$ cat src/verilog/fme7_pkg.sv
// Shared FME-7 widths, command indices and data views; 22-bit memory map, no 5B sound registers
package fme7_pkg;

	localparam int CPU_AW = 16;
	localparam int PPU_AW = 14;
	localparam int MEM_AW = 22;
	localparam int CMD_W = 4;
	localparam int CHR_BANK_W = 8;
	localparam int PRG_BANK_W = 5;
	localparam int IRQ_CNT_W = 16;
	localparam int NUM_CHR_BANKS = 8;
	localparam int NUM_PRG_BANKS = 4;

	// Command indices 0..7 select the CHR banks
	localparam logic [CMD_W-1:0] CMD_PRG0 = 4'd8;
	localparam logic [CMD_W-1:0] CMD_MIRROR = 4'd12;
	localparam logic [CMD_W-1:0] CMD_IRQ_CTRL = 4'd13;
	localparam logic [CMD_W-1:0] CMD_IRQ_LO = 4'd14;
	localparam logic [CMD_W-1:0] CMD_IRQ_HI = 4'd15;

	localparam logic [PRG_BANK_W-1:0] PRG_FIXED_BANK = 5'h1F; // Last 8 kB at $E000
	localparam logic [3:0] PRG_RAM_TAG = 4'hF;
	localparam logic [3:0] PRG_ROM_TAG = 4'h0;
	localparam logic [3:0] CHR_TAG = 4'h8;

	typedef enum logic [1:0] {
		MIR_VERTICAL = 2'd0,
		MIR_HORIZONTAL = 2'd1,
		MIR_SCREEN_LO = 2'd2,
		MIR_SCREEN_HI = 2'd3
	} mirror_t;

	typedef struct packed {
		logic ram_enable;
		logic ram_select;
		logic spare;
		logic [PRG_BANK_W-1:0] bank;
	} prg_data_t;

	typedef struct packed {
		logic countdown;
		logic [5:0] spare;
		logic trigger;
	} irq_data_t;

	typedef struct packed {
		logic [5:0] spare;
		mirror_t mode;
	} mir_data_t;

	// One data byte, read according to the current command index
	typedef union packed {
		logic [CHR_BANK_W-1:0] chr;
		prg_data_t prg;
		irq_data_t irq;
		mir_data_t mir;
	} cmd_data_u;

endpackage
$ cat src/verilog/fme7_bank_if.sv
// Bank and mirroring state; written only by the register bank, read only by the address mapper
`timescale 1ns/1ns

interface fme7_bank_if;

	logic [fme7_pkg::NUM_CHR_BANKS-1:0][fme7_pkg::CHR_BANK_W-1:0] chr_bank;
	logic [fme7_pkg::NUM_PRG_BANKS-1:0][fme7_pkg::PRG_BANK_W-1:0] prg_bank;
	logic ram_enable; // PRG-RAM accesses allowed
	logic ram_select; // $6000 window maps to RAM
	fme7_pkg::mirror_t mirror;

	modport regs (
		output chr_bank,
		output prg_bank,
		output ram_enable,
		output ram_select,
		output mirror
	);

	modport map (
		input chr_bank,
		input prg_bank,
		input ram_enable,
		input ram_select,
		input mirror
	);

endinterface

$ cat src/verilog/fme7_mapper.sv
// FME-7 mapper top; bank switching and IRQ only, outputs are always driven with no enable gating
`timescale 1ns/1ns

module fme7_mapper (
	input  logic                        clk,
	input  logic                        rst_n,
	input  logic                        ce,        // CPU cycle enable
	input  logic [fme7_pkg::CPU_AW-1:0] prg_ain,
	input  logic                        prg_write,
	input  logic [7:0]                  prg_din,
	input  logic [fme7_pkg::PPU_AW-1:0] chr_ain,
	output logic [fme7_pkg::MEM_AW-1:0] prg_aout,
	output logic                        prg_allow,
	output logic [fme7_pkg::MEM_AW-1:0] chr_aout,
	output logic                        vram_a10,
	output logic                        vram_ce,
	output logic                        irq
);

	logic                       wr_en;
	logic [fme7_pkg::CMD_W-1:0] wr_cmd;
	fme7_pkg::cmd_data_u        wr_data;

	fme7_bank_if bank_if ();

	fme7_cmd_decode i_cmd_decode (
		.clk       (clk),
		.rst_n     (rst_n),
		.ce        (ce),
		.prg_ain   (prg_ain),
		.prg_write (prg_write),
		.prg_din   (prg_din),
		.wr_en     (wr_en),
		.wr_cmd    (wr_cmd),
		.wr_data   (wr_data)
	);

	fme7_bank_regs i_bank_regs (
		.clk     (clk),
		.rst_n   (rst_n),
		.wr_en   (wr_en),
		.wr_cmd  (wr_cmd),
		.wr_data (wr_data),
		.bank    (bank_if.regs)
	);

	fme7_irq_counter i_irq_counter (
		.clk     (clk),
		.rst_n   (rst_n),
		.ce      (ce),
		.wr_en   (wr_en),
		.wr_cmd  (wr_cmd),
		.wr_data (wr_data),
		.irq     (irq)
	);

	fme7_addr_map i_addr_map (
		.prg_ain   (prg_ain),
		.prg_write (prg_write),
		.chr_ain   (chr_ain),
		.bank      (bank_if.map),
		.prg_aout  (prg_aout),
		.prg_allow (prg_allow),
		.chr_aout  (chr_aout),
		.vram_a10  (vram_a10),
		.vram_ce   (vram_ce)
	);

endmodule

$ cat src/verilog/fme7_addr_map.sv
// Combinational PRG/CHR address translation; addresses below $6000 get bank 0 and are not decoded
`timescale 1ns/1ns

module fme7_addr_map (
	input  logic [fme7_pkg::CPU_AW-1:0] prg_ain,
	input  logic                        prg_write,
	input  logic [fme7_pkg::PPU_AW-1:0] chr_ain,
	fme7_bank_if.map                    bank,
	output logic [fme7_pkg::MEM_AW-1:0] prg_aout,
	output logic                        prg_allow,
	output logic [fme7_pkg::MEM_AW-1:0] chr_aout,
	output logic                        vram_a10,
	output logic                        vram_ce
);

	logic [fme7_pkg::PRG_BANK_W-1:0] prg_sel;
	logic [fme7_pkg::CHR_BANK_W-1:0] chr_sel;
	logic [3:0]                      prg_tag;
	logic                            ram_cs;

	always_comb begin
		case (prg_ain[15:13])
			3'b011:  prg_sel = bank.prg_bank[0]; // $6000
			3'b100:  prg_sel = bank.prg_bank[1];
			3'b101:  prg_sel = bank.prg_bank[2];
			3'b110:  prg_sel = bank.prg_bank[3];
			3'b111:  prg_sel = fme7_pkg::PRG_FIXED_BANK;
			default: prg_sel = '0;
		endcase
	end

	// Only the $6000 window can reach PRG-RAM
	assign ram_cs = !prg_ain[15] && bank.ram_select;
	assign prg_tag = ram_cs ? fme7_pkg::PRG_RAM_TAG : fme7_pkg::PRG_ROM_TAG;
	assign prg_aout = {prg_tag, prg_sel, prg_ain[12:0]};
	assign prg_allow = ram_cs ? bank.ram_enable : !prg_write; // ROM is read-only

	assign chr_sel = bank.chr_bank[chr_ain[12:10]]; // 1 kB slots
	assign chr_aout = {fme7_pkg::CHR_TAG, chr_sel, chr_ain[9:0]};
	assign vram_ce = chr_ain[13]; // Nametables in console VRAM

	always_comb begin
		case (bank.mirror)
			fme7_pkg::MIR_VERTICAL:   vram_a10 = chr_ain[10];
			fme7_pkg::MIR_HORIZONTAL: vram_a10 = chr_ain[11];
			fme7_pkg::MIR_SCREEN_LO,
			fme7_pkg::MIR_SCREEN_HI:  vram_a10 = bank.mirror[0]; // One-screen page
			default:                  vram_a10 = chr_ain[10];
		endcase
	end

endmodule

$ cat src/verilog/fme7_irq_counter.sv
// 16-bit CPU-cycle IRQ down-counter; counts only on ce, level IRQ held until trigger is cleared
`timescale 1ns/1ns

module fme7_irq_counter (
	input  logic                       clk,
	input  logic                       rst_n,
	input  logic                       ce,
	input  logic                       wr_en,
	input  logic [fme7_pkg::CMD_W-1:0] wr_cmd,
	input  fme7_pkg::cmd_data_u        wr_data,
	output logic                       irq
);

	localparam int CW = fme7_pkg::IRQ_CNT_W;

	logic          countdown;
	logic          trigger;
	logic [CW-1:0] count;
	logic [CW:0]   count_dec; // Top bit is the borrow out of zero
	logic          ctrl_wr;
	logic          lo_wr;
	logic          hi_wr;
	logic          trig_eff;

	assign ctrl_wr = wr_en && (wr_cmd == fme7_pkg::CMD_IRQ_CTRL);
	assign lo_wr = wr_en && (wr_cmd == fme7_pkg::CMD_IRQ_LO);
	assign hi_wr = wr_en && (wr_cmd == fme7_pkg::CMD_IRQ_HI);
	assign count_dec = {1'b0, count} - {{CW{1'b0}}, countdown};

	// A control write acts on irq in its own cycle
	assign trig_eff = ctrl_wr ? wr_data.irq.trigger : trigger;

	always_ff @(posedge clk) begin
		if (!rst_n) begin
			countdown <= 1'b0;
			trigger <= 1'b0;
			count <= '0;
			irq <= 1'b0;
		end else if (ce) begin
			count <= count_dec[CW-1:0]; // Wraps from 0 to FFFF
			if (lo_wr)
				count[7:0] <= wr_data.chr;
			if (hi_wr)
				count[CW-1:8] <= wr_data.chr;
			if (ctrl_wr) begin
				countdown <= wr_data.irq.countdown;
				trigger <= wr_data.irq.trigger;
			end

			if (!trig_eff)
				irq <= 1'b0;
			else if (count_dec[CW])
				irq <= 1'b1;
		end
	end

	a_irq_rise_armed : assert property (@(posedge clk) disable iff (!rst_n)
		$rose(irq) |-> $past(trig_eff && ce));

endmodule

$ cat src/verilog/fme7_bank_regs.sv
// CHR/PRG bank, PRG-RAM and mirroring registers for indices 0..12; IRQ indices are ignored here
`timescale 1ns/1ns

module fme7_bank_regs (
	input  logic                       clk,
	input  logic                       rst_n,
	input  logic                       wr_en,
	input  logic [fme7_pkg::CMD_W-1:0] wr_cmd,
	input  fme7_pkg::cmd_data_u        wr_data,
	fme7_bank_if.regs                  bank
);

	logic [fme7_pkg::NUM_CHR_BANKS-1:0][fme7_pkg::CHR_BANK_W-1:0] chr_q;
	logic [fme7_pkg::NUM_PRG_BANKS-1:0][fme7_pkg::PRG_BANK_W-1:0] prg_q;
	logic ram_enable_q;
	logic ram_select_q;
	fme7_pkg::mirror_t mirror_q;

	always_ff @(posedge clk) begin
		if (!rst_n) begin
			chr_q <= '0;
			prg_q <= '0;
			ram_enable_q <= 1'b0;
			ram_select_q <= 1'b0;
			mirror_q <= fme7_pkg::MIR_VERTICAL;
		end else if (wr_en) begin
			if (wr_cmd < fme7_pkg::CMD_PRG0) begin
				chr_q[wr_cmd[2:0]] <= wr_data.chr;
			end else if (wr_cmd < fme7_pkg::CMD_MIRROR) begin
				prg_q[wr_cmd[1:0]] <= wr_data.prg.bank;
			end else if (wr_cmd == fme7_pkg::CMD_MIRROR) begin
				mirror_q <= wr_data.mir.mode;
			end

			// RAM control shares the byte with the $6000 bank
			if (wr_cmd == fme7_pkg::CMD_PRG0) begin
				ram_enable_q <= wr_data.prg.ram_enable;
				ram_select_q <= wr_data.prg.ram_select;
			end
		end
	end

	assign bank.chr_bank = chr_q;
	assign bank.prg_bank = prg_q;
	assign bank.ram_enable = ram_enable_q;
	assign bank.ram_select = ram_select_q;
	assign bank.mirror = mirror_q;

	// Mapping only moves on an accepted data write
	a_regs_hold : assert property (@(posedge clk)
		rst_n && !wr_en |=> $stable({chr_q, prg_q, ram_enable_q, ram_select_q, mirror_q}));

endmodule

$ cat src/verilog/fme7_cmd_decode.sv
// CPU write decoder; writes are single-cycle strobes qualified by ce, no wait states or readback
`timescale 1ns/1ns

module fme7_cmd_decode (
	input  logic                          clk,
	input  logic                          rst_n,
	input  logic                          ce,
	input  logic [fme7_pkg::CPU_AW-1:0]   prg_ain,
	input  logic                          prg_write,
	input  logic [7:0]                    prg_din,
	output logic                          wr_en,
	output logic [fme7_pkg::CMD_W-1:0]    wr_cmd,
	output fme7_pkg::cmd_data_u           wr_data
);

	logic                       cpu_wr;
	logic                       idx_wr;
	logic [fme7_pkg::CMD_W-1:0] cmd_q;

	assign cpu_wr = ce && prg_write && prg_ain[15];
	assign idx_wr = cpu_wr && (prg_ain[14:13] == 2'd0); // $8000-$9FFF
	assign wr_en = cpu_wr && (prg_ain[14:13] == 2'd1);  // $A000-$BFFF

	always_ff @(posedge clk) begin
		if (!rst_n) begin
			cmd_q <= '0;
		end else if (idx_wr) begin
			cmd_q <= prg_din[fme7_pkg::CMD_W-1:0];
		end
	end

	assign wr_cmd = cmd_q;
	assign wr_data.chr = prg_din; // Raw byte, consumers pick their view

	a_wr_needs_ce : assert property (@(posedge clk) disable iff (!rst_n)
		wr_en |-> ce && prg_write);

endmodule

$ cat config.mk
export PLATFORM = sky130hd
export DESIGN_NAME = fme7_mapper
export DESIGN_NICKNAME = d
export VERILOG_FILES = /design/src/verilog/fme7_pkg.sv /design/src/verilog/fme7_bank_if.sv /design/src/verilog/fme7_mapper.sv /design/src/verilog/fme7_addr_map.sv /design/src/verilog/fme7_irq_counter.sv /design/src/verilog/fme7_bank_regs.sv /design/src/verilog/fme7_cmd_decode.sv
export SDC_FILE = /design/constraint.sdc
export NUM_CORES = 1
export LEC_CHECK = 0
export BUFFER_PORTS_ARGS = -buffer_cell sky130_fd_sc_hd__buf_2
export CAP_MARGIN = 20
export CELL_PAD_IN_SITES_DETAIL_PLACEMENT = 2
export CELL_PAD_IN_SITES_GLOBAL_PLACEMENT = 2
export CORE_MARGIN = 3
export CORE_UTILIZATION = 35
export DETAILED_ROUTE_END_ITERATION = 8
export GPL_ROUTABILITY_DRIVEN = 1
export HOLD_SLACK_MARGIN = 0.02
export MAX_ROUTING_LAYER = met4
export PLACE_DENSITY = 0.77
export SYNTH_ARGS = -nofsm -noshare
export SYNTH_HDL_FRONTEND = slang
export SYNTH_SLANG_ARGS = --single-unit
$ cat constraint.sdc
create_clock -name clk -period 3.5 [get_ports clk]
set_clock_uncertainty 0.15 [all_clocks]
set_input_delay 0.875 -clock clk [delete_from_list [all_inputs] [get_ports clk]]
set_output_delay 0.875 -clock clk [all_outputs]
set_load 0.05 [all_outputs]
==> flow_metrics.tcl <==
set metrics [dict create \
    status "finished clean" \
    port_buffers 37 \
    rsz0062_at_grt "no" \
    grt_pass1_wl_mm 26.39 \
    hpwl_mm 11.22 \
    dr.pass1.iters 4 \
    maxCapViolCount 0 \
    async_reset_ff_share_pct 0 \
    antenna_found_initial 0 \
    coreArea_sq_um 15430 \
    yosysWarnings 0 \
    avgSynthCellArea_sq_um 9.597 \
    wl_per_cell_microns 20.55 \
    seqPwrFrac_pct 52.8 \
    nNetsFinal 616 \
    power.internal_uw 1794 \
    wl_met2_mm 7.983 \
    synthFlopType "dfxtp_1" \
    drtAntennaViolNets 0 \
    power.leakage_uw 0.002187 \
    comb_power_share_pct 6.5 \
    overflow 0 \
    wl_met1_mm 7.460 \
    hold_class "flip-flop to flip-flop" \
    ys_seq_area_share_pct 39.78 \
    drv_slew 0 \
    root_buffer "clkbuf_16" \
    cts_made_buffers 9 \
    crit_required_ps 2470 \
    synth-edff-count 0 \
    ys_ff_latch 111 \
    cts_resized 0 \
    die_y_microns 132.3 \
    synthToLayoutAreaGrowth_pct 7.930 \
    cts.sinks 111 \
    dr_wl_met3_microns 552 \
    htree_levels 3 \
    swShare_pct 25.25 \
    period_minus_slack_ps 3221 \
    syn_inst 582 \
    power_density_nw_per_um2 398.2 \
    clkTransAtPathRegs_ps 70 \
    vias 4163 \
    synthDistinctLibCells 46 \
    grt_pass1_vias 4681 \
    worstPathMaxFanout 17 \
    timing.final.crit_share_pct 92.04 \
    yosys-top-cells-area "dfxtp_1, mux2i_1, nor2b_1" \
    dieArea_sq_um 17510 \
    post-route-drc-count 0 \
    clock_path_buffers 2 \
    cts-hold-fix-buffers 0 \
    grt_max_degree 58 \
    gp_congestion 0.7936 \
    finalWirelength_mm 16.17 \
    drive_gt1_share_pct 18.23 \
    cts_tree "built" \
    arrival_ps 2200 \
    startpoint_type "primary input" \
    peakVddDrop_uv 225.7 \
    die_w_microns 132.3 \
    rows 45 \
    clk_latency_ps 360 \
    post_drt_via_cell_ratio 5.290 \
    yosysTopAreaCell "dfxtp_1" \
    max-slew-margin-rel_pct 59.02 \
    topRoutingLayerUsed "met4" \
    final_cell_mix "dfxtp_1, mux2i_1, nor2b_1, buf_2, nor2_1" \
    post_cts_buffers 0 \
    setup_viol 0 \
    yosys.area.top_type_share_pct 39.78 \
    fmax_mhz 310.4 \
    power_uw 2400 \
    syn_area_sq_um 5585 \
    worstMarginPinSlew_ps 614.7 \
    worst-setup-path-type "primary input to output pin" \
    start_util_pct 36.20 \
    drtIter0Drc 154 \
    p_switching_uw 606.2 \
    end_kind "output pin" \
    final.setup.tns_ps 0 \
    diodes 0 \
    io_pins 90 \
    pwr-share-clk_pct 40.7 \
    final_common_cell "dfxtp_1" \
    hold_viol 0 \
    grt_use_total_pct 19.60 \
]
[critical path, stage by stage]
cell	delay, ps
buf_2	100
buf_12	170
mux4_2	510
mux2_2	300
buf_2	220
[final timing paths]
check                                                  start  slack, ps  cells past startpoint                      endpoint
worst max-delay path                             chr_ain[10]        280                      5                  chr_aout[17]
worst min register to register  i_bank_regs.bank.chr_bank[8]        340                      2  i_bank_regs.bank.chr_bank[8]
worst min-delay path            i_bank_regs.bank.chr_bank[8]        340                      2  i_bank_regs.bank.chr_bank[8]
worst max register to register        i_cmd_decode.wr_cmd[2]       1180                      5       i_irq_counter.count[11]
[sequential cells by signal (all words and copies together) (netlist names)]
| signal | flops |
|---|---|
| i_bank_regs.bank.chr_bank | 64 |
| i_bank_regs.bank.prg_bank | 20 |
| i_irq_counter.count | 16 |
| i_cmd_decode.wr_cmd | 4 |
| i_bank_regs.bank.mirror | 2 |
| i_bank_regs.bank.ram_enable | 1 |
| i_bank_regs.bank.ram_select | 1 |
| i_irq_counter.countdown | 1 |
| i_irq_counter.irq | 1 |
| i_irq_counter.trigger | 1 |
[cells by family (layout without fill, tap and decap cells)]
family / after synthesis / after routing / synth area share, %
and+or+nand+nor: 180 / 180 / 18.23
muxes: 116 / 116 / 24.57
DFF: 111 / 111 / 39.78
AOI/OAI and AO/OA: 88 / 88 / 8.961
buffers and inverters: 83 / 75 / 7.863
adders and majority gates: 2 / 2 / 0.4480
other: 2 / 4 / 0.1345
[metal layers]
| metal | global-route usage, % | vias to the layer above |
|---|---|---|
| met2 | 32.30 | 63 |
| met5 | - | - |
| met1 | 24.40 | 2101 |
| met4 | 5.370 | 0 |
| met3 | 4.198 | 19 |
| li1 | - | 1980 |
[synth_stat cells, types with 3 or more instances]
cell and number:
buf_4 32, mux4_2 16, dfxtp_1 111, nor3_1 11, mux2i_1 91, nand4_1 4, o21ai_0 33, nor2_4 3
o22ai_1 4, nor2_1 36, a21oi_1 29, o21a_1 4, mux2_2 9, nor2b_1 63, nand2_1 24, nand2b_1 3
clkbuf_1 35, inv_1 8, nand3_1 12, buf_2 6, a211oi_1 8
[power by group through the flow]
stage	registers (uW)	logic, uW	clock network, uW
2_1_floorplan	1290	182	0
3_3_place_gp	1300	154	0
3_5_place_dp	1300	158	0
4_1_cts	1270	159	1020
5_1_grt	1270	169	1070
6_report	1270	157	977
[through the flow]
stage	instances	utilization [%]	hold WS, ps	setup slack [ps]	area, sq um
floorplan	584	-	283.3	134.2	5594
global placement	772	37.33	309.7	299.3	5759
detailed placement	772	37.33	334.2	265.8	5759
CTS	787	39.08	344.7	263.7	6028
global route	787	39.08	359.9	224.9	6028
finish	787	39.08	338.9	278.7	6028
[final cells by class]
| cell class | instances | area, sq um |
|---|---|---|
| tap | 211 | 264.0 |
| fill | 1700 | 9399 |
| clock buffer | 9 | 225.2 |
| timing repair buffer | 51 | 302.8 |
| multi-input combinational | 390 | 2937 |
| inverter | 9 | 33.78 |
| clock inverter | 6 | 43.79 |
| sequential | 111 | 2222 |
(Power assumes the default switching activity.)
